[config.mk]
export PLATFORM = sky130hd
export DESIGN_NAME = prefetch_buffer
export DESIGN_NICKNAME = d
export VERILOG_FILES = /design/src/source/quad_pkg.sv /design/src/source/prefetch_buffer.sv
export SDC_FILE = /design/constraint.sdc
export NUM_CORES = 2
export LEC_CHECK = 0
export BUFFER_PORTS_ARGS = -buffer_cell sky130_fd_sc_hd__buf_2
export CELL_PAD_IN_SITES_DETAIL_PLACEMENT = 1
export CELL_PAD_IN_SITES_GLOBAL_PLACEMENT = 2
export CORE_UTILIZATION = 24
export CTS_BUF_LIST = sky130_fd_sc_hd__clkbuf_16
export DETAILED_ROUTE_END_ITERATION = 16
export GPL_ROUTABILITY_DRIVEN = 0
export PLACE_DENSITY = 0.49
export RECOVER_POWER = 100
export SETUP_SLACK_MARGIN = 0.2
export SYNTH_ARGS = -nofsm -noshare
export SYNTH_HDL_FRONTEND = slang
export SYNTH_SLANG_ARGS = --single-unit
export TNS_END_PERCENT = 20
[constraint.sdc]
create_clock -name clk_core -period 10.2 [get_ports clk_core]
set_input_delay 2.04 -clock clk_core [delete_from_list [all_inputs] [get_ports clk_core]]
set_output_delay 2.04 -clock clk_core [all_outputs]
set_load 0.02 [all_outputs]
[src/source/quad_pkg.sv]
package quad_pkg;

    ////////////////////////////////////////////////////////////////////////////
    // Array geometry and storage sizes
    ////////////////////////////////////////////////////////////////////////////

    // Two array engines of two compute engines each
    localparam int num_ce         = 4;
    localparam int pixel_width    = 16;
    localparam int weight_width   = 16;
    localparam int acc_width      = 40;
    // Weights per engine and so the upper bound on kernel_len
    localparam int wht_depth      = 16;
    // Beats per row and so the upper bound on num_cols
    localparam int pfb_depth      = 32;
    localparam int accept_stretch = 5;

    ////////////////////////////////////////////////////////////////////////////
    // Data types
    ////////////////////////////////////////////////////////////////////////////

    typedef logic signed [pixel_width-1:0]  pixel_t;
    typedef logic signed [weight_width-1:0] weight_t;
    typedef logic signed [acc_width-1:0]    acc_t;

    // Lane 0 sits in the low bits of every beat
    typedef logic [num_ce*pixel_width-1:0]  pixel_beat_t;
    typedef logic [num_ce*weight_width-1:0] weight_beat_t;
    typedef logic [num_ce*acc_width-1:0]    result_beat_t;

    typedef logic [$clog2(wht_depth)-1:0]   wht_addr_t;
    typedef logic [5:0]                     col_count_t;
    typedef logic [5:0]                     row_count_t;

    typedef struct packed {
        logic [7:0] num_rows;
        logic [7:0] num_cols;
        logic [7:0] kernel_len;
        logic       relu_en;
        logic [6:0] reserved;
    } job_params_t;

    typedef enum logic [2:0] {
        st_idle,
        st_prime_buffer,
        st_wait_pfb_load,
        st_ce_active,
        st_job_done
    } quad_state_t;

endpackage

[src/source/prefetch_buffer.sv]
module prefetch_buffer
    import quad_pkg::*;
(
    input  logic        clk_core,
    input  logic        rst,
    input  logic        loading,
    input  logic        pixel_valid,
    input  pixel_beat_t pixel_data,
    input  logic        rd_en,
    output logic        pixel_ready,
    output pixel_beat_t pixel_out
);

    pixel_beat_t                    mem [pfb_depth];
    logic [$clog2(pfb_depth)-1:0]   wr_ptr;
    logic [$clog2(pfb_depth)-1:0]   rd_ptr;

    // Pixels only flow while the controller holds a fetch open
    assign pixel_ready = pixel_valid && loading;

    // Pointers wrap on their own since one row never exceeds the depth
    always_ff @(posedge clk_core) begin
        if (rst) begin
            wr_ptr <= '0;
            rd_ptr <= '0;
        end else begin
            if (pixel_ready) begin
                wr_ptr <= wr_ptr + 1'b1;
            end
            if (rd_en) begin
                rd_ptr <= rd_ptr + 1'b1;
            end
        end
    end

    always_ff @(posedge clk_core) begin
        if (pixel_ready) begin
            mem[wr_ptr] <= pixel_data;
        end
    end

    // Registered read that lines up with the weight table output
    always_ff @(posedge clk_core) begin
        if (rd_en) begin
            pixel_out <= mem[rd_ptr];
        end
    end

endmodule

==> results.toml <==
[cells_and_area]
final_cell_mix = "2112 x edfxtp_1, 482 x mux2i_1, 304 x a22oi_1, 272 x mux4_2, 236 x clkbuf_16"
layout_commonest_cell = "edfxtp_1"
nFillCells = 33770
fin_nets = 4132
fin_util_pct = 28.18
area_growth_pct = 16.52
drive_gt1_share_pct = 16.08

[critical_path]
crit_type = "input pin to flip-flop"
critPathLaunchType = "input pin"
rr_worst_depth = 6
timing.rr.end = "pixel_out[17]"
reg2reg_slack_ns = 3.20
r2r_start = "rd_ptr[0]"
crit_arrival_ns = 7.52
critPathMaxFanout = 25
end_kind = "flip-flop"
critPathRequiredTime_ns = 10.59

[sta]
finalSetupTns_ns = 0
clock.fmax_mhz = 140.3
rsz0062_at_grt = "no"
relSlewSlack_pct = -191.5
fin_skew_ns = 0.06477
setup_violations = 0
finalHoldViolCount = 0
finalCriticalPeriod_ns = 7.125
tightest_slew_ns = 4.372
post-route-period-util_pct = 69.85
slew_violations = 3233

[placement]
dp_hpwl_um = 139100
numPortBuffers = 133

[grt]
grt_use_total_pct = 14.49
grt_pass1_wl_um = 344800
grt_max_degree = 114
overflow = 0
antenna_found_initial = 21
grt_pass1_vias = 42100

[floorplan]
die_area_um2 = 336000
die_y_um = 579.6
die_w_um = 579.6
ios = 134
rows = 211
fp.coreArea_um2 = 331100
start_util_pct = 24.19

[synth]
syn_area_per_cell_um2 = 21.05
synth_cells = 3805
synthDistinctLibCells = 33
synthFlopType = "edfxtp_1"
yosysWarnings = 0
synth_edf_count = 2112
synth-seq-area-share_pct = 79.45
async_reset_ff_share_pct = 0
synth_area_um2 = 80080
postSynthNetCount = 3879
synth_seq_cells = 2122

[outcome]
violations = "max-capacitance violations, max-slew violations"
run_status = "complete, but fails checks"

[power]
clockPowerShare_pct = 44.0
p_switching_w = 0.004148
ir_drop_mv = 0.1380
power_density_nw_per_um2 = 202.4
p_leak_nw = 27.17
swShare_pct = 21.97
power.internal_w = 0.01474
pwr-share-comb_pct = 4.6
seqPwrFrac_pct = 51.4

[detailed_routing]
ant_nets = 0
via_count = 39030
drtPass1Iterations = 5
routed_wirelength_um = 248300
wl_per_cell_um = 28.80
drt_iter0_markers = 3080
vias_per_cell = 4.528
drc = 0

[clock_network]
numCtsBuffers = 235
cts_setup_buffers = 0
clkTransAtPathRegs_ns = 0.06
worstSkewPairLatency_ns = 0.89
cts_hold_buffers = 0
clkSinkCount = 2122
cts_root_buf = "clkbuf_16"
cts_tree = "yes"
cts_max_path_buffers = 4
htree_num_levels = 4
cts_resized = 0

[hold_path]
hp-class = "flip-flop to flip-flop"
worstHoldStart = "wr_ptr[1]"
min_to = "wr_ptr[1]"
min_path_cells = 2

[flow_run]
maxCapViolations = 107
cells in the mapped netlist, drive strengths merged, types with 10 or more instances:
cell / number / area [um^2]
a21oi: 52 / 260.3
buf: 137 / 719.4
a22o: 20 / 175.2
a22oi: 304 / 2282
nand2: 60 / 225.2
edfxtp: 2112 / 63420
dfxtp: 10 / 200.2
clkbuf: 78 / 292.8
mux4: 272 / 6126
nor2: 43 / 161.4
mux2i: 482 / 4825
nand4: 52 / 325.3
a31oi: 20 / 125.1
nand3: 118 / 590.6
final cells by class:
class | instances | area [um^2] | share of cell area [%]
Antenna cell | 5 | 12.51 | 0.01341
Multi-Input combinational cell | 1466 | 15520 | 16.64
Clock buffer | 236 | 5906 | 6.329
Inverter | 2 | 7.507 | 0.008046
Tap cell | 4366 | 5463 | 5.855
Clock inverter | 191 | 1560 | 1.672
Sequential cell | 2122 | 63630 | 68.20
Timing Repair Buffer | 231 | 1205 | 1.291
power by group through the flow:
stage | Sequential, W | Combinational (W) | Clock (W)
floorplan | 0.00989 | 0.000453 | 0
global placement | 0.00989 | 0.000901 | 0
detailed placement | 0.00989 | 0.000912 | 0
CTS | 0.00970 | 0.000912 | 0.00854
global route | 0.00972 | 0.000938 | 0.00883
finish | 0.00971 | 0.000867 | 0.00830
metrics by stage:
step / cells / setup WS, ns / instance area, um^2 / power [W] / hold slack (ns)
2_1_floorplan: 3805 / 2.130 / 80080 / 0.01034 / 0.5337
5_1_grt: 8616 / 2.737 / 93300 / 0.01949 / 0.6427
3_3_place_gp: 8187 / 4.590 / 86370 / 0.01079 / 0.5649
6_report: 8619 / 3.075 / 93310 / 0.01888 / 0.5825
4_1_cts: 8614 / 5.378 / 93830 / 0.01916 / 0.5793
3_5_place_dp: 8187 / 4.596 / 86370 / 0.01080 / 0.5678
worst max-delay path: stages:
cell,delay (ns)
clkbuf_1,0.09
and2_0,0.18
clkbuf_1,0.63
nand2_1,0.41
nor2_1,2.06
clkbuf_1,2.01
per-layer routing:
| metal | share of wire (%) | global-route usage, % | up-vias | wire, um |
|---|---|---|---|---|
| li1 | - | - | 16460 | - |
| met1 | 46 | 19.88 | 21450 | 113000 |
| met2 | 48 | 23.93 | 774 | 119000 |
| met3 | 4.3 | 2.371 | 324 | 10600 |
| met4 | 2.2 | 3.400 | 20 | 5433 |
| met5 | 0.054 | 0 | - | 133 |
logic make-up after synthesis:
group                    after synthesis  synth area share, %
adder cells (fa/ha/maj)                5              0.07812
multiplexers                         754                13.67
XOR/XNOR                               8              0.08750
AND/OR/NAND/NOR                      303                1.892
buffers and inverters                217                1.273
AO/OA/AOI/OAI                        396                3.550
flip-flops                          2122                79.45
worst max path at each step:
| stage | startpoint | endpoint | slack [ns] | cells past startpoint |
|---|---|---|---|---|
| floorplan | pixel_valid | mem[23][0] | 2.13 | 4 |
| global placement | pixel_valid | mem[2][33] | 4.59 | 6 |
| detailed placement | pixel_valid | mem[6][46] | 4.60 | 6 |
| CTS | pixel_valid | pixel_ready | 5.38 | 4 |
| global route | loading | mem[14][14] | 2.74 | 6 |
| finish | loading | mem[14][15] | 3.07 | 6 |
flip-flops by register name, summed over array words and instances, names as in the netlist:
| name | count |
|---|---|
| mem | 2048 |
| pixel_out | 64 |
| rd_ptr | 5 |
| wr_ptr | 5 |
Power figures use the tool's default switching activity.
