==> config.mk <==
export PLATFORM = sky130hd
export DESIGN_NAME = compute_engine_array
export DESIGN_NICKNAME = d
export VERILOG_FILES = /design/src/source/quad_pkg.sv /design/src/source/compute_engine_array.sv
export SDC_FILE = /design/constraint.sdc
export NUM_CORES = 2
export LEC_CHECK = 0
export ABC_AREA = 1
export CAP_MARGIN = 15
export CORE_ASPECT_RATIO = 0.8
export CORE_MARGIN = 2
export CORE_UTILIZATION = 47
export DETAILED_ROUTE_END_ITERATION = 12
export DONT_BUFFER_PORTS = 1
export SLEW_MARGIN = 30
export SYNTH_ARGS = -nofsm -noshare
export SYNTH_HDL_FRONTEND = slang
export SYNTH_SLANG_ARGS = --single-unit
==> constraint.sdc <==
create_clock -name clk_core -period 13.7 [get_ports clk_core]
set_input_delay 0.685 -clock clk_core [delete_from_list [all_inputs] [get_ports clk_core]]
set_output_delay 0.685 -clock clk_core [all_outputs]
set_load 0.1 [all_outputs]
==> src/source/quad_pkg.sv <==
package quad_pkg;

    ////////////////////////////////////////////////////////////////////////////
    // Array geometry and storage sizes
    ////////////////////////////////////////////////////////////////////////////

    // Two array engines of two compute engines each
    localparam int num_ce         = 4;
    localparam int pixel_width    = 16;
    localparam int weight_width   = 16;
    localparam int acc_width      = 40;
    // Weights per engine and so the upper bound on kernel_len
    localparam int wht_depth      = 16;
    // Beats per row and so the upper bound on num_cols
    localparam int pfb_depth      = 32;
    localparam int accept_stretch = 5;

    ////////////////////////////////////////////////////////////////////////////
    // Data types
    ////////////////////////////////////////////////////////////////////////////

    typedef logic signed [pixel_width-1:0]  pixel_t;
    typedef logic signed [weight_width-1:0] weight_t;
    typedef logic signed [acc_width-1:0]    acc_t;

    // Lane 0 sits in the low bits of every beat
    typedef logic [num_ce*pixel_width-1:0]  pixel_beat_t;
    typedef logic [num_ce*weight_width-1:0] weight_beat_t;
    typedef logic [num_ce*acc_width-1:0]    result_beat_t;

    typedef logic [$clog2(wht_depth)-1:0]   wht_addr_t;
    typedef logic [5:0]                     col_count_t;
    typedef logic [5:0]                     row_count_t;

    typedef struct packed {
        logic [7:0] num_rows;
        logic [7:0] num_cols;
        logic [7:0] kernel_len;
        logic       relu_en;
        logic [6:0] reserved;
    } job_params_t;

    typedef enum logic [2:0] {
        st_idle,
        st_prime_buffer,
        st_wait_pfb_load,
        st_ce_active,
        st_job_done
    } quad_state_t;

endpackage

==> src/source/compute_engine_array.sv <==
module compute_engine_array
    import quad_pkg::*;
(
    input  logic         clk_core,
    input  logic         rst,
    input  logic         relu_en,
    input  pixel_beat_t  pixel_in,
    input  weight_beat_t weight_in,
    input  logic         mac_start,
    input  logic         mac_last,
    input  logic         result_accept,
    output logic         mac_ready,
    output logic         result_valid,
    output result_beat_t result_data
);

    acc_t acc      [num_ce];
    acc_t sum_next [num_ce];

    logic in_win;
    logic col_valid;
    logic col_valid_d;
    logic start_d;
    logic last_d;

    ////////////////////////////////////////////////////////////////////////////
    // Column tracking
    ////////////////////////////////////////////////////////////////////////////

    // Inside a window the controller issues exactly when mac_ready is high
    assign col_valid = mac_start || (in_win && mac_ready);

    // Stall on a held result or a last column still on its way in
    assign mac_ready = !(result_valid && !result_accept) && !last_d;

    always_ff @(posedge clk_core) begin
        if (rst) begin
            in_win       <= 1'b0;
            col_valid_d  <= 1'b0;
            start_d      <= 1'b0;
            last_d       <= 1'b0;
            result_valid <= 1'b0;
        end else begin
            // Tags are delayed to line up with the registered pixel and weight
            col_valid_d <= col_valid;
            start_d     <= mac_start;
            last_d      <= mac_last;
            if (mac_last) begin
                in_win <= 1'b0;
            end else if (mac_start) begin
                in_win <= 1'b1;
            end
            if (col_valid_d && last_d) begin
                result_valid <= 1'b1;
            end else if (result_accept) begin
                result_valid <= 1'b0;
            end
        end
    end

    ////////////////////////////////////////////////////////////////////////////
    // Per-lane ReLU and multiply-accumulate
    ////////////////////////////////////////////////////////////////////////////

    always_comb begin
        pixel_t                                pix;
        weight_t                               wgt;
        logic signed [pixel_width+weight_width-1:0] prod;
        for (int i = 0; i < num_ce; i++) begin
            pix = pixel_in[i*pixel_width +: pixel_width];
            wgt = weight_in[i*weight_width +: weight_width];
            if (relu_en && pix[pixel_width-1]) begin
                pix = '0;
            end
            prod        = pix * wgt;
            sum_next[i] = (start_d ? acc_t'(0) : acc[i]) + acc_t'(prod);
        end
    end

    always_ff @(posedge clk_core) begin
        for (int i = 0; i < num_ce; i++) begin
            if (col_valid_d) begin
                acc[i] <= sum_next[i];
            end
            if (col_valid_d && last_d) begin
                result_data[i*acc_width +: acc_width] <= sum_next[i];
            end
        end
    end

endmodule

==> flow_summary.ini <==
[critical_path]
end_kind = flop
reg2reg_to = result_data[118]$_DFFE_PP_
crit_type = in -> reg
startpoint = relu_en
reg2reg_slack_ns = 7.26
required_ns = 14.08
r2r_cells = 19
startpoint_type = primary input
rr_startpoint = start_d$_SDFF_PP0_
cp_data_arrival_time_ns = 7.86
crit_path_end = acc[1][39]$_DFFE_PP_
crit_fanout = 12

[hold_path]
hold_class = in -> reg

[timing]
worst_hold_slack_ns = 0.1213
tightest_slew_ns = 1.075
setup_violations = 0
relSlewSlack_pct = 28.49
period_minus_slack_ns = 7.485
max_freq_ghz = 0.1336
hold_viol_final = 0
rsz0062_at_grt = false
fin_crit_sh_pct = 54.63
tns_ns = 0
report.final.slew_viol_count = 0
skew_ns = 0.03633

[cells_and_area]
nets = 9327
drive_gt1_share_pct = 2.430
diodes = 0
area_growth_pct = 5.999
stdcell_area_sq_mm = 0.06721
n_fill_cell = 12968

[routing]
ant_nets = 0
vias_per_cell = 5.031
dr_total_vias = 46380
wl_per_cell_microns = 20.10
drc = 0
drt_iter0_drc = 3365
dr.pass1.iters = 6
wl_mm = 185.3

[clock_tree]
h-tree-depth = 2
cts_tree = built
clock_latency_ns = 0.65
numClockSinks = 325
cts_root_buf = clkbuf_16
clkSlewWorstSetupHoldPaths_ns = 0.06
cts_setup_buffers = 0
cts_made_buffers = 45
cts.repair.resized = 0
clockBufferDepth = 3
hold_buffers = 0

[global_route]
overflow = 0
grt_pass1_vias = 48894
grt_max_degree = 141
grt.total_usage_pct = 27.67
grt_antenna_before_repair = 2
grt_pass1_wl_mm = 290.4

[floorplanning]
ioPinCount = 296
die_w_microns = 414.7
die_area_sq_mm = 0.1379
rows = 120
start_util_pct = 47.34
core_sq_mm = 0.1339
die_h_microns = 332.5

[synthesis]
synth_area_per_cell_sq_um = 8.522
synth.distinct_cells = 34
synth-async-reset-ratio_pct = 0
synth-edff-count = 320
yosys_warnings = 0
synthCells = 7440
seq_area_frac_synth_pct = 15.31
ys.flop_type = edfxtp_1
syn-cell-area_sq_mm = 0.06341
synth_seq_cells = 325
syn-num-nets = 9354

[run_status]
status = finished, final reports clean

[place]
post-dp-hpwl_mm = 158.8
port_buffers = 0
place_congestion = 0.9707
placed_area_sq_mm = 0.06558

[job]
max-cap-violations = 0
## worst max-delay path, stage by stage
cell and delay [ns]:
nor2_1 0.67, inv_1 0.46, nor2_1 0.38, inv_1 0.11
fa_1 0.55, inv_1 0.07, fa_1 0.52, fa_1 0.77
inv_1 0.17, fa_1 0.79, inv_1 0.13, fa_1 0.50
inv_1 0.05, fa_1 0.48, inv_1 0.04, ha_1 0.39
nand2_1 0.14, nor2_1 0.23, nand2_1 0.12, a21oi_1 0.31
nor2_1 0.10, nand4_1 0.10, nand2_1 0.07
## worst min-delay path by stage
stage,end,slack [ns],from,cells past startpoint
floorplan,result_valid$_SDFFE_PP0P_,0.45,last_d$_SDFF_PP0_,2
global placement,in_win$_SDFFE_PP0P_,0.49,in_win$_SDFFE_PP0P_,2
detailed placement,in_win$_SDFFE_PP0P_,0.52,in_win$_SDFFE_PP0P_,2
CTS,last_d$_SDFF_PP0_,0.07,rst,1
global route,last_d$_SDFF_PP0_,0.08,rst,1
finish,last_d$_SDFF_PP0_,0.12,rst,1
## state kept, by name, indices dropped and copies added, names as in the netlist
register      count
result_data     160
last_d            1
col_valid_d       1
result_valid      1
in_win            1
start_d           1
acc             160
## cell families (layout without fill, tap and decap cells)
| family | Yosys count | count (layout) | synth area share, % |
|---|---|---|---|
| and+or+nand+nor | 2741 | 2741 | 17.17 |
| buffers and inverters | 2310 | 2319 | 13.75 |
| adders and majority gates | 1780 | 1780 | 50.75 |
| DFF | 325 | 325 | 15.31 |
| AOI/OAI and AO/OA | 188 | 188 | 1.691 |
| xor gates and xnor gates | 96 | 96 | 1.326 |
## stage by stage
step,cells,worst slack (ns),util (%)
2_1_floorplan,7440,5.860,-
3_3_place_gp,9121,5.619,48.78
3_5_place_dp,9130,5.647,48.97
4_1_cts,9213,6.296,50.09
5_1_grt,9218,5.768,50.18
6_report,9218,6.215,50.18
## layout by cell type (no fill, tap or decap), drive strengths merged, types with 3 or more instances in the layout
master,instances
nand3b,12
fa,1320
ha,460
clkinv,35
clkinvlp,5
o21bai,38
clkbuf,54
nor3,22
nand4,28
inv,2194
nand3,175
edfxtp,320
a21o,11
xnor2,12
o21ai,24
nor2,986
nand2,1514
bufinv,3
buf,28
xor2,84
a21oi,113
dfxtp,5
## synth_stat cells, types with 22 or more instances
cell      instances  area share [%]
o21ai_0          22            0.17
xor2_1           84             1.2
ha_1            460             9.1
nand4_1          28            0.28
clkbuf_1         81            0.48
nor2_1          977             5.8
nand2_2          38            0.37
nand2_1        1471             8.7
o21bai_1         38            0.45
nand3_1         161             1.3
fa_1           1320              42
a21oi_1         112            0.88
nor3_1           22            0.17
inv_1          2182              13
edfxtp_1        320              15
## layout make-up
type / instances / area (sq um) / area share (%)
multi-input combinational: 4805 / 44990 / 66.94
clock buffer: 54 / 1201 / 1.787
sequential: 325 / 9717 / 14.46
clock inverter: 29 / 300.3 / 0.4468
tap: 1769 / 2213 / 3.293
inverter: 2208 / 8295 / 12.34
timing repair buffer: 28 / 490.5 / 0.7298
## layer usage
layer	track usage (%)	wire [microns]	vias to the layer above
li1	-	-	21321
met1	39.47	81810	23231
met2	42.61	82520	1600
met3	6.035	15110	228
met4	7.882	5883	0
met5	0	0	-
Power is not shown: default switching activity piles up to over one toggle a cycle in this logic, so the estimate is an artifact.
