--- config.mk ---
export PLATFORM = sky130hd
export DESIGN_NAME = quad_job_ctrl
export DESIGN_NICKNAME = d
export VERILOG_FILES = /design/src/source/quad_pkg.sv /design/src/source/quad_job_ctrl.sv
export SDC_FILE = /design/constraint.sdc
export NUM_CORES = 1
export LEC_CHECK = 0
export ABC_CLOCK_PERIOD_IN_PS = 2400
export BUFFER_PORTS_ARGS = -buffer_cell sky130_fd_sc_hd__buf_2
export CAP_MARGIN = 20
export CORE_MARGIN = 3
export CORE_UTILIZATION = 56
export CTS_BUF_LIST = sky130_fd_sc_hd__clkbuf_16
export DETAILED_ROUTE_END_ITERATION = 10
export GPL_ROUTABILITY_DRIVEN = 0
export PLACE_DENSITY = 0.88
export RECOVER_POWER = 100
export SETUP_SLACK_MARGIN = 0.5
export SYNTH_ARGS = -nofsm -noshare
export SYNTH_HDL_FRONTEND = slang
export SYNTH_SLANG_ARGS = --single-unit
--- constraint.sdc ---
create_clock -name clk_core -period 2.4 [get_ports clk_core]
set_input_delay 0 -clock clk_core [delete_from_list [all_inputs] [get_ports clk_core]]
set_output_delay 0 -clock clk_core [all_outputs]
set_load 0.05 [all_outputs]
--- src/source/quad_pkg.sv ---
package quad_pkg;

    ////////////////////////////////////////////////////////////////////////////
    // Array geometry and storage sizes
    ////////////////////////////////////////////////////////////////////////////

    // Two array engines of two compute engines each
    localparam int num_ce         = 4;
    localparam int pixel_width    = 16;
    localparam int weight_width   = 16;
    localparam int acc_width      = 40;
    // Weights per engine and so the upper bound on kernel_len
    localparam int wht_depth      = 16;
    // Beats per row and so the upper bound on num_cols
    localparam int pfb_depth      = 32;
    localparam int accept_stretch = 5;

    ////////////////////////////////////////////////////////////////////////////
    // Data types
    ////////////////////////////////////////////////////////////////////////////

    typedef logic signed [pixel_width-1:0]  pixel_t;
    typedef logic signed [weight_width-1:0] weight_t;
    typedef logic signed [acc_width-1:0]    acc_t;

    // Lane 0 sits in the low bits of every beat
    typedef logic [num_ce*pixel_width-1:0]  pixel_beat_t;
    typedef logic [num_ce*weight_width-1:0] weight_beat_t;
    typedef logic [num_ce*acc_width-1:0]    result_beat_t;

    typedef logic [$clog2(wht_depth)-1:0]   wht_addr_t;
    typedef logic [5:0]                     col_count_t;
    typedef logic [5:0]                     row_count_t;

    typedef struct packed {
        logic [7:0] num_rows;
        logic [7:0] num_cols;
        logic [7:0] kernel_len;
        logic       relu_en;
        logic [6:0] reserved;
    } job_params_t;

    typedef enum logic [2:0] {
        st_idle,
        st_prime_buffer,
        st_wait_pfb_load,
        st_ce_active,
        st_job_done
    } quad_state_t;

endpackage

--- src/source/quad_job_ctrl.sv ---
module quad_job_ctrl
    import quad_pkg::*;
(
    input  logic        clk_core,
    input  logic        rst,
    input  logic        job_start,
    input  job_params_t job_parameters,
    input  logic        job_fetch_ack,
    input  logic        job_fetch_complete,
    input  logic        job_complete_ack,
    input  logic        mac_ready,
    output logic        job_accept,
    output logic        job_fetch_request,
    output logic        job_complete,
    output logic        loading,
    output logic        weights_open,
    output logic        relu_en,
    output logic        rd_en,
    output wht_addr_t   wht_addr,
    output logic        mac_start,
    output logic        mac_last
);

    quad_state_t               state;
    job_params_t               params;
    row_count_t                row_cnt;
    col_count_t                col_cnt;
    wht_addr_t                 win_pos;
    logic [accept_stretch-1:0] accept_sr;

    logic take_job;
    logic issue;
    logic col_last;
    logic row_last;
    logic win_last;

    ////////////////////////////////////////////////////////////////////////////
    // Issue control
    ////////////////////////////////////////////////////////////////////////////

    assign take_job = (state == st_idle) && job_start;
    // One column per cycle unless the engines push back
    assign issue    = (state == st_ce_active) && mac_ready;

    assign col_last = (8'(col_cnt) == params.num_cols - 8'd1);
    assign row_last = (8'(row_cnt) == params.num_rows - 8'd1);
    assign win_last = (8'(win_pos) == params.kernel_len - 8'd1);

    assign rd_en     = issue;
    assign wht_addr  = win_pos;
    assign mac_start = issue && (win_pos == '0);
    // End of row also closes a short trailing window
    assign mac_last  = issue && (win_last || col_last);

    ////////////////////////////////////////////////////////////////////////////
    // Handshake outputs
    ////////////////////////////////////////////////////////////////////////////

    // High for accept_stretch cycles, starting one cycle after the start
    assign job_accept        = |accept_sr;
    assign job_fetch_request = (state == st_prime_buffer);
    // Held off until the final window sum has left the engines
    assign job_complete      = (state == st_job_done) && mac_ready;
    assign loading           = (state == st_wait_pfb_load);
    assign weights_open      = (state == st_idle);
    assign relu_en           = params.relu_en;

    always_ff @(posedge clk_core) begin
        if (rst) begin
            accept_sr <= '0;
        end else begin
            accept_sr <= {accept_sr[accept_stretch-2:0], take_job};
        end
    end

    ////////////////////////////////////////////////////////////////////////////
    // Job FSM with row, column and window counters
    ////////////////////////////////////////////////////////////////////////////

    always_ff @(posedge clk_core) begin
        if (rst) begin
            state   <= st_idle;
            params  <= '0;
            row_cnt <= '0;
            col_cnt <= '0;
            win_pos <= '0;
        end else begin
            case (state)
                st_idle: begin
                    if (job_start) begin
                        params  <= job_parameters;
                        row_cnt <= '0;
                        state   <= st_prime_buffer;
                    end
                end
                st_prime_buffer: begin
                    if (job_fetch_ack) begin
                        state <= st_wait_pfb_load;
                    end
                end
                st_wait_pfb_load: begin
                    // Row is complete in the buffer
                    if (job_fetch_complete) begin
                        col_cnt <= '0;
                        win_pos <= '0;
                        state   <= st_ce_active;
                    end
                end
                st_ce_active: begin
                    if (issue) begin
                        if (col_last) begin
                            if (row_last) begin
                                state <= st_job_done;
                            end else begin
                                row_cnt <= row_cnt + 1'b1;
                                state   <= st_prime_buffer;
                            end
                        end else begin
                            col_cnt <= col_cnt + 1'b1;
                            win_pos <= win_last ? '0 : win_pos + 1'b1;
                        end
                    end
                end
                st_job_done: begin
                    if (job_complete && job_complete_ack) begin
                        state <= st_idle;
                    end
                end
                default: begin
                    state <= st_idle;
                end
            endcase
        end
    end

endmodule

==> results.yml <==
run_status:
  status: "complete, but fails checks"
  violations: "setup timing"
synthesis:
  synth-xor-area-share: 0.0585
  syn_area_mm2: 0.00285
  synthAdderAreaFrac: 0.0308
  netlist_instances: 364
  synth_compound_area_frac: 0.209
  synth_top_family_by_area: "simple AND/OR/NAND/NOR gates"
  synth-async-reset-ratio: 0
  synth_top_flop_cell: "dfxtp_1"
  synth_edf_count: 0
  syn_nets: 410
  syn_avg_cell_area_um2: 7.82
  ys_seq_elements: 49
  yosysSeqAreaShare: 0.345
  yosys.area_share.simple: 0.292
  synthMuxAreaShare: 0.0128
  yosys_warnings: 0
  ys_types: 61
worst_setup_path:
  crit_path_end_kind: "register"
  cpMaxStageDelayCell: "dfxtp_4"
  cp_num_buf_inv: 4
  arrival_ns: 2.61
  rrSetupSlack_ns: -0.02
  path_cells: "inv_4 -> ha_4 -> xor2_1 -> o211ai_1 -> a211o_2 -> buf_6 -> a211oi_4 -> buf_4 -> buf_6 -> o21ai_1 -> a21oi_1 -> nor3_1"
  crit_path_max_incr_delay_ns: 0.36
  cp_common_cell: "buf_6"
  cp-startpoint: "params[16]"
  rr_worst_depth: 12
  critical-path-top-delay-family: "compound AO/OA/AOI/OAI gates"
  worstSetupPathType: "reg -> reg"
  rr_startpoint: "params[16]"
  cp.required_ns: 2.58
  path_max_fanout: 3
  start_kind: "register"
  r2r-end: "state[2]"
worst_hold_path:
  hold_path.class: "in -> reg"
  min_to: "params[25]"
  worstHoldPathCells: 2
  hold_start: "rst"
global_routing:
  grt_first_pass_wirelength_mm: 15.8
  grt_pass1_vias: 3280
  antenna_found_initial: 0
  overflow: 0
  grtUsageTotal: 0.330
  grt_max_degree: 26
placed_design:
  place.port_buffers: 44
  dp_hpwl_mm: 5.02
detailed_routing:
  ant_nets: 0
  vias: 3421
  drt_iter0_drc: 342
  route.detailed.drc: 0
  viasPerCell: 6.63
  drtPass1Iterations: 5
  wirelength_mm: 11.1
  drt-wirelength-per-cell_um: 21.5
pwr:
  leakage_nw: 1.52
  power_density_mw_per_mm2: 652
  ir_drop_mv: 0.630
clock_network:
  cts-root-buf: "clkbuf_16"
  numCtsBuffers: 5
  htree_levels: 2
  clock-sinks: 49
  cts.path.max_buffers: 2
  cts_tree: "done"
  clk_latency_ns: 0.31
  clk_pin_slew_ns: 0.07
final_layout:
  diodes: 0
  mostFrequentLayoutCells: "65 x nand2_1, 40 x dfxtp_1, 31 x buf_2"
  final_common_cell: "nand2_1"
  area_growth_pct: 45.6
  drive_gt1_frac: 0.323
  utilization: 0.860
  fin_nets: 494
die:
  die_h_um: 77.3
  ios: 52
  initial_core_util: 0.591
  row_count: 25
  core_mm2: 0.00482
  dieArea_mm2: 0.00597
  die_x_um: 77.3
sta:
  worst_slack_ns: -0.0228
  rsz0062_at_grt: "yes"
  clock_skew_ns: 0.0132
  drv_slew: 0
  fin_crit_ns: 2.42
  max_freq_ghz: 0.413
  hold_viol: 0
  max_slew.worst_pin.slew_ns: 0.667
  setup_tns_ns: -0.0388
  max_slew_margin: 0.554
  fin_crit_sh: 1.01
  setup_viol: 2
run:
  cap_viol_max_count: 0
[repair_timing]
action / CTS / global route
endpoints found under the hold margin: 25 / 1
pin swaps: 22 / 17
gates resized for setup: 36 / 39
gates cloned: 0 / 0
setup endpoints to repair: 21 / 37
setup buffers: 13 / 7
hold buffers: 25 / 1
[state kept, by name, summed over array words and instances (netlist names)]
name / count
accept_sr: 5
row_cnt: 6
params: 24
wht_addr: 4
col_cnt: 6
state: 3
relu_en: 1
[metrics by stage]
stage	total power [mW]	instances	instance area, µm²	setup WS [ns]	hold slack (ns)
after global placement	1.53	462	3250	0.142	0.239
after CTS	2.56	508	3940	0.115	0.000528
final	2.70	516	4140	-0.0228	0.0679
after detailed placement	1.56	462	3250	0.0664	0.246
after global routing	2.78	516	4140	-0.0628	0.0866
after floorplan	1.43	364	2990	0.287	0.128
[cells in the mapped netlist (4+ instances only)]
library cell  count  area [µm²]
xnor2_1          14         123
inv_1            15        56.3
a211oi_1          6        45.0
nor2_1           13        48.8
dfxtp_1          49         981
nand2b_1          7        43.8
o21ai_0          13        65.1
nand3b_1          7        52.6
xor2_1            5        43.8
nor3_1           16        80.1
buf_2             4        20.0
a31oi_1           5        31.3
a21oi_1          33         165
nor2b_1           7        43.8
nand3_1          13        65.1
nand2_1          67         251
ha_1              7        87.6
nor3b_1           5        37.5
clkbuf_1         15        56.3
[where the power goes]
part	leakage [nW]	internal, mW	total, mW	switching [mW]
sequential	0.404	0.870	0.962	0.0920
clock	0.0938	0.596	0.936	0.340
combinational	1.02	0.320	0.804	0.484
[per-layer routing]
metal,GRT usage,routed length (µm),vias up
li1,-,-,1436
met1,0.377,3750,1572
met2,0.550,5330,299
met3,0.0728,1130,114
met4,0.221,874,0
met5,0,0,-
[how the worst max path moves through the flow]
stage                            end  cells past startpoint  slack [ns]
final                       state[2]                     12       -0.02
after global routing      col_cnt[2]                     11       -0.06
after CTS                 row_cnt[0]                     10        0.11
after detailed placement  row_cnt[0]                      9        0.07
after global placement    row_cnt[0]                      7        0.14
after floorplan           row_cnt[0]                     10        0.29
[kinds of logic after synthesis]
group                    Yosys count
AND/OR/NAND/NOR                  162
AO/OA/AOI/OAI                     88
flip-flops                        49
buffers and inverters             36
XOR/XNOR                          19
adder cells (fa/ha/maj)            7
multiplexers                       3
[layout make-up]
| type | instances | area (µm²) |
|---|---|---|
| Multi-Input combinational cell | 279 | 2080 |
| Fill cell | 253 | 673 |
| Clock buffer | 5 | 125 |
| Tap cell | 67 | 83.8 |
| Inverter | 16 | 70.1 |
| Clock inverter | 3 | 65.1 |
| Timing Repair Buffer | 97 | 711 |
| Sequential cell | 49 | 1000 |
[worst register-to-register path: stages, from the launching register on]
cell      delay, ns
dfxtp_4        0.36
inv_4          0.05
ha_4           0.26
xor2_1         0.17
o211ai_1       0.14
a211o_2        0.34
buf_6          0.13
a211oi_4       0.29
buf_4          0.18
buf_6          0.10
o21ai_1        0.07
a21oi_1        0.15
nor3_1         0.06
(Power assumes the default switching activity.)
