--- src/source/quad_pkg.sv ---
package quad_pkg;

    ////////////////////////////////////////////////////////////////////////////
    // Array geometry and storage sizes
    ////////////////////////////////////////////////////////////////////////////

    // Two array engines of two compute engines each
    localparam int num_ce         = 4;
    localparam int pixel_width    = 16;
    localparam int weight_width   = 16;
    localparam int acc_width      = 40;
    // Weights per engine and so the upper bound on kernel_len
    localparam int wht_depth      = 16;
    // Beats per row and so the upper bound on num_cols
    localparam int pfb_depth      = 32;
    localparam int accept_stretch = 5;

    ////////////////////////////////////////////////////////////////////////////
    // Data types
    ////////////////////////////////////////////////////////////////////////////

    typedef logic signed [pixel_width-1:0]  pixel_t;
    typedef logic signed [weight_width-1:0] weight_t;
    typedef logic signed [acc_width-1:0]    acc_t;

    // Lane 0 sits in the low bits of every beat
    typedef logic [num_ce*pixel_width-1:0]  pixel_beat_t;
    typedef logic [num_ce*weight_width-1:0] weight_beat_t;
    typedef logic [num_ce*acc_width-1:0]    result_beat_t;

    typedef logic [$clog2(wht_depth)-1:0]   wht_addr_t;
    typedef logic [5:0]                     col_count_t;
    typedef logic [5:0]                     row_count_t;

    typedef struct packed {
        logic [7:0] num_rows;
        logic [7:0] num_cols;
        logic [7:0] kernel_len;
        logic       relu_en;
        logic [6:0] reserved;
    } job_params_t;

    typedef enum logic [2:0] {
        st_idle,
        st_prime_buffer,
        st_wait_pfb_load,
        st_ce_active,
        st_job_done
    } quad_state_t;

endpackage

--- src/source/weight_table.sv ---
module weight_table
    import quad_pkg::*;
(
    input  logic         clk_core,
    input  logic         rst,
    input  logic         weights_open,
    input  logic         weight_valid,
    input  weight_beat_t weight_data,
    input  logic         rd_en,
    input  wht_addr_t    wht_addr,
    output logic         weight_ready,
    output weight_beat_t weight_out
);

    weight_beat_t mem [wht_depth];
    wht_addr_t    wr_addr;

    // Loading is only allowed between jobs
    assign weight_ready = weight_valid && weights_open;

    // Next load starts over at address 0 once a job takes the table
    always_ff @(posedge clk_core) begin
        if (rst) begin
            wr_addr <= '0;
        end else if (!weights_open) begin
            wr_addr <= '0;
        end else if (weight_ready) begin
            wr_addr <= wr_addr + 1'b1;
        end
    end

    always_ff @(posedge clk_core) begin
        if (weight_ready) begin
            mem[wr_addr] <= weight_data;
        end
    end

    always_ff @(posedge clk_core) begin
        if (rd_en) begin
            weight_out <= mem[wht_addr];
        end
    end

endmodule

--- config.mk ---
export PLATFORM = sky130hd
export DESIGN_NAME = weight_table
export DESIGN_NICKNAME = d
export VERILOG_FILES = /design/src/source/quad_pkg.sv /design/src/source/weight_table.sv
export SDC_FILE = /design/constraint.sdc
export NUM_CORES = 1
export LEC_CHECK = 0
export BUFFER_PORTS_ARGS = -buffer_cell sky130_fd_sc_hd__buf_2
export CAP_MARGIN = 20
export CORE_MARGIN = 5
export CORE_UTILIZATION = 50
export DETAILED_ROUTE_END_ITERATION = 8
export HOLD_SLACK_MARGIN = 0.08
export PLACE_DENSITY_LB_ADDON = 0.15
export SKIP_CTS_REPAIR_TIMING = 1
export SLEW_MARGIN = 20
export SYNTH_ARGS = -nofsm -noshare
export SYNTH_HDL_FRONTEND = slang
export SYNTH_SLANG_ARGS = --single-unit
--- constraint.sdc ---
create_clock -name clk_core -period 11.7 [get_ports clk_core]
set_clock_uncertainty 0.2 [all_clocks]
set_input_delay 2.34 -clock clk_core [delete_from_list [all_inputs] [get_ports clk_core]]
set_output_delay 2.34 -clock clk_core [all_outputs]
set_load 0.1 [all_outputs]
==> out/summary.txt, run 1 <==
register area share after synthesis: 81.0%
synthesized area per cell: 24.2 um2
outcome: finished, final reports clean
P_leak: 14.6 nW
die width: 294 um
grt ovf: 0
final setup margin: 6.01 ns
Worst Reg-to-Reg Cells: 5
DRC violations left: 0
core area: 0.0804 mm2
Max Clock Freq: 176 MHz
setup TNS: 0 ns
TritonCTS clock tree: done
Hold Crit Class: reg -> reg
IO Port Bufs: 137
initial antenna violation count: 11
First-pass DRT Iterations: 5
hpwl dp: 42.5 mm
pre-CTS setup slack: 6.01 ns
H-Tree Depth: 3
maximum VDD drop: 0.000118 V
Vias: 18.2k
Ports: 138
Distinct cells, synth: 22
Routed WL per cell: 29.6 um
mapped cell area: 0.0404 mm2
TritonCTS Buffers: 108
DRT iter0 DRCs: 1813
Worst-Margin Slew: 1.10 ns
crit path max fanout: 6
row count: 104
count of final hold-check violations: 0
Final Hold Slack: 0.387 ns
Max-Cap Viols: 0
pin count of the biggest net entering global routing: 143
WL final: 89.6 mm
Area Growth Syn to Fin: 13.4%
Worst Path Required: 9.16 ns
vias in the first global route: 19.5k
Syn Nets: 1748
worst setup path category: in -> out
CTS Buffer Depth: 3
GP Congestion: 0.703
Tmin final: 5.69 ns
fill cell count: 5884
area of the multi-input gates: 0.00735 mm2
register area: 0.0328 mm2
r2r setup slk: 8.36 ns
Skew-Pair Late Insertion Delay: 0.66 ns
Routed Antenna Nets: 0
global-route usage over all layers: 20.8%
WHS Endpoint: wr_addr[1]
share of layout cells above drive strength 1: 30.7%
RSZ-0062 raised after global routing: no
crit share post-route: 48.6%
DP Area: 0.0425 mm2
synthesis-stage register bit count: 1092
Root Driver: clkbuf_16
slowest CP cell: buf_2
first-pass GRT wire length: 131 mm
Clock Pin Slew Worst Setup and Hold Paths: 0.06 ns
clk sink count: 1092
r2r startpoint: wr_addr[0]
Worst slew margin: 26.4%
Vias/cell: 6.02
pwr dens: 177 mW/mm2
setup violators final: 0
Post-Synthesis Cells: 1671
R2R Path End: mem[15][27]
CP startpoint kind: input pin
CP delay by family, top: buffers and inverters
Starting Density: 50.3%
Die Ht: 294 um
most used cell, CP: buf_2
CP peak stage delay: 0.45 ns
Tot Pwr: 0.00810 W
final instance area: 0.0459 mm2
Layout Nets: 1951
Slew Limit Fails: 0
DIE AREA: 0.0867 mm2
Hold Crit Depth: 2
Worst Path Buf+Inv: 2
CP Data Arrival Time: 3.15 ns
hold_sp: wr_addr[1]
Cell Chain, Critical Path: buf_2, and2_1, buf_2
CP endpoint kind: output port
Synth warnings: 0
## cell usage in the layout (no fill, tap or decap), drive strengths merged, types with 3 or more instances in the layout
| cell type | n |
|---|---|
| edfxtp | 1088 |
| mux4 | 256 |
| ha | 4 |
| inv | 6 |
| buf | 179 |
| a22oi | 128 |
| bufinv | 9 |
| dfxtp | 4 |
| diode | 8 |
| nor2 | 17 |
| nand2 | 69 |
| nor3 | 4 |
| clkinv | 50 |
| nand2b | 3 |
| clkbuf | 129 |
## layer usage
metal	vias to the layer above	global-route usage, %	wire, um
met5	-	0	63
met4	10	4.40	1270
met3	96	3.75	6060
met2	573	34.2	44500
met1	9946	30.0	37700
li1	7600	-	-
## state kept, by name (all words and copies together) (netlist names)
name / flops
mem: 1024
weight_out: 64
wr_addr: 4
## worst reg2reg max path, delay by kind of cell (launching register included)
kind / cells / cell delay [ns]
AND/OR/NAND/NOR: 2 / 0.83
flip-flops: 1 / 0.42
adder cells (fa/ha/maj): 1 / 0.22
buffers and inverters: 2 / 1.28
## per-stage QoR
stage          cells  util (%)
5_1_grt         3018      57.0
2_1_floorplan   1671         -
3_5_place_dp    2824      52.8
4_1_cts         3017      57.0
3_3_place_gp    2824      52.8
6_report        3025      57.0
## worst max path at each step
stage	startpoint	to	slack [ns]	cells past startpoint
after floorplan	weights_open	mem[0][0]	3.17	3
after global placement	weight_valid	weight_ready	6.01	3
after detailed placement	weight_valid	weight_ready	6.01	3
after CTS	weight_valid	weight_ready	6.01	3
after global routing	weight_valid	weight_ready	5.99	3
final	weight_valid	weight_ready	6.01	3
## power breakdown
group / total [W] / switching [W] / internal [W]
clock: 0.00330 / 0.00140 / 0.00191
sequential: 0.00436 / 0.0000142 / 0.00434
combinational: 0.000442 / 0.000317 / 0.000125
## synth_stat cells
cell	number	area share, %
inv_1	2	0.019
dfxtp_1	4	0.20
mux4_2	256	14
nand2b_1	3	0.046
and2_1	2	0.031
edfxtp_1	1088	81
buf_1	15	0.14
xnor2_1	1	0.022
nand3_1	1	0.012
nor2_1	17	0.16
buf_6	13	0.36
clkbuf_1	36	0.33
xor2_1	2	0.043
nand2_1	69	0.64
nor2b_1	2	0.031
buf_2	16	0.20
a22oi_1	128	2.4
ha_1	4	0.12
mux2i_1	1	0.025
buf_4	6	0.11
nor3_1	4	0.050
nand4_1	1	0.015
## cells by family after synthesis
| kind of cell | synth area share, % |
|---|---|
| AO/OA/AOI/OAI | 2.38 |
| XOR/XNOR | 0.0650 |
| adder cells (fa/ha/maj) | 0.124 |
| buffers and inverters | 1.16 |
| flip-flops | 81.0 |
| multiplexers | 14.3 |
| AND/OR/NAND/NOR | 0.984 |
## layout make-up
cell class                      instances  share of cell area, %
Sequential cell                      1092                   71.4
Multi-Input combinational cell        491                   16.0
Clock buffer                          129                   6.16
Tap cell                             1060                   2.89
Timing Repair Buffer                  179                   2.29
Clock inverter                         64                   1.18
Antenna cell                            8                 0.0436
Inverter                                2                 0.0164
Note: power is estimated with default switching activity, not from simulation.
==> run 2: changes to the inputs <==
==> constraint.sdc (replaced) <==
create_clock -name clk_core -period 4.6 [get_ports clk_core]
set_clock_uncertainty 0.2 [all_clocks]
set_input_delay 0.92 -clock clk_core [delete_from_list [all_inputs] [get_ports clk_core]]
set_output_delay 0.92 -clock clk_core [all_outputs]
set_load 0.1 [all_outputs]
==> run 2 against run 1 <==
Design area is 1.4% higher. Critical endpoint unchanged. Critical path type unchanged. Die area stayed put. Hold slack hardly changed. Largest cell class unchanged. Combinational power grew to 2.6 times the previous value.
==> out/summary.txt, run 2 (synthesized netlist as in run 1, its figures left out) <==
Net Switching: 0.00451 W
CTS Buffer Depth: 3
DP Area: 0.0429 mm2
core area: 0.0804 mm2
Ports: 138
pin count of the biggest net entering global routing: 76
max reg flops: 1024
First-pass DRT Iterations: 5
commonest non-fill, non-tap cell in the layout: edfxtp_1
final setup margin: 1.73 ns
CP endpoint kind: output port
crit share post-route: 62.3%
Skew-Pair Late Insertion Delay: 0.66 ns
clk sink count: 1092
WL final: 89.4 mm
grt ovf: 0
TritonCTS Buffers: 111
Routed WL per cell: 29.3 um
crit path max fanout: 6
initial antenna violation count: 13
Seq pwr share: 52.6%
CP Data Arrival Time: 1.75 ns
Slew Limit Fails: 0
Worst Path Required: 3.48 ns
Tot Pwr: 0.0211 W
Area Growth Syn to Fin: 15.1%
Layout Nets: 1968
pwr dens: 453 mW/mm2
Vias: 18.3k
setup violators final: 0
TritonCTS clock tree: done
Starting Density: 50.3%
DRT iter0 DRCs: 1784
vias in the first global route: 19.2k
Routed Antenna Nets: 0
Tmin final: 2.87 ns
pre-CTS setup slack: 1.25 ns
worst setup path category: in -> out
die width: 294 um
maximum VDD drop: 0.000304 V
GP Congestion: 0.700
Hold Crit Class: reg -> reg
count of final hold-check violations: 0
CP startpoint kind: input pin
P_int: 0.0166 W
switching share of power: 21.4%
P_leak: 14.9 nW
first-pass GRT wire length: 132 mm
hpwl dp: 45.6 mm
row count: 104
setup TNS: 0 ns
share of layout cells above drive strength 1: 31.9%
RSZ-0062 raised after global routing: no
outcome: finished, final reports clean
DRC violations left: 0
Logic pwr share: 5.5%
Biggest register: mem
fill cell count: 5798
most frequent cells in the layout: 1088 x edfxtp_1, 256 x mux4_2, 134 x buf_2
global-route usage over all layers: 20.8%
DIE AREA: 0.0867 mm2
Worst-Margin Slew: 1.01 ns
Worst slew margin: 32.4%
H-Tree Depth: 3
IO Port Bufs: 137
Root Driver: clkbuf_16
Die Ht: 294 um
Clock power frac: 42.0%
Max Clock Freq: 349 MHz
biggest regs: mem (1024), weight_out (64), wr_addr (4)
Max-Cap Viols: 0
Clock Pin Slew Worst Setup and Hold Paths: 0.06 ns
final instance area: 0.0465 mm2
Vias/cell: 6.01
## run 2: cell types whose count changed in the layout (fill, tap and decap cells not counted), moves of 5 or more
cell      change
buf_4        -10
clkinv_1      -6
diode_2       -5
clkinv_2     +11
buf_12       +24
## run 2: path summary, 6_finish.rpt
path	startpoint	cells past startpoint	to	slack, ns
setup / recovery	weight_valid	3	weight_ready	1.73
hold / removal	wr_addr[1]	2	wr_addr[1]	0.39
setup reg to reg	wr_addr[2]	3	mem[6][35]	1.80
hold reg to reg	wr_addr[1]	2	wr_addr[1]	0.39
## run 2: layout make-up
cell class / count / area [um2] / area share [%]
sequential: 1092 / 32800 / 70.4
tap: 1060 / 1330 / 2.85
timing repair buffer: 193 / 1450 / 3.12
clock inverter: 75 / 739 / 1.59
clock buffer: 130 / 2870 / 6.17
inverter: 2 / 7.51 / 0.0161
antenna: 3 / 7.51 / 0.0161
multi-input combinational: 491 / 7370 / 15.8
## run 2: power by group through the flow
stage          clock, W  combinational, W  sequential [W]
2_1_floorplan         0          0.000452          0.0116
3_3_place_gp          0           0.00115          0.0113
3_5_place_dp          0           0.00117          0.0113
4_1_cts         0.00901           0.00117          0.0111
5_1_grt         0.00946           0.00122          0.0111
6_report        0.00884           0.00115          0.0111
## run 2: worst max-delay path: stages
cell and delay (ns):
buf_2 0.14, and2_1 0.21, buf_2 0.46
## run 2: metrics by stage
| step | cells | hold slack (ns) | utilization [%] |
|---|---|---|---|
| after detailed placement | 2838 | 0.378 | 53.4 |
| final | 3046 | 0.387 | 57.9 |
| after global routing | 3043 | 0.391 | 57.8 |
| after CTS | 3043 | 0.353 | 57.8 |
| after floorplan | 1671 | 0.333 | - |
| after global placement | 2838 | 0.363 | 53.4 |
## run 2: layer usage
metal	track usage (%)	share of wire [%]	wire length, um
met4	4.59	1.8	1640
met3	3.56	6.2	5510
met2	33.9	50	44400
met5	0	0.051	46
met1	30.3	42	37800
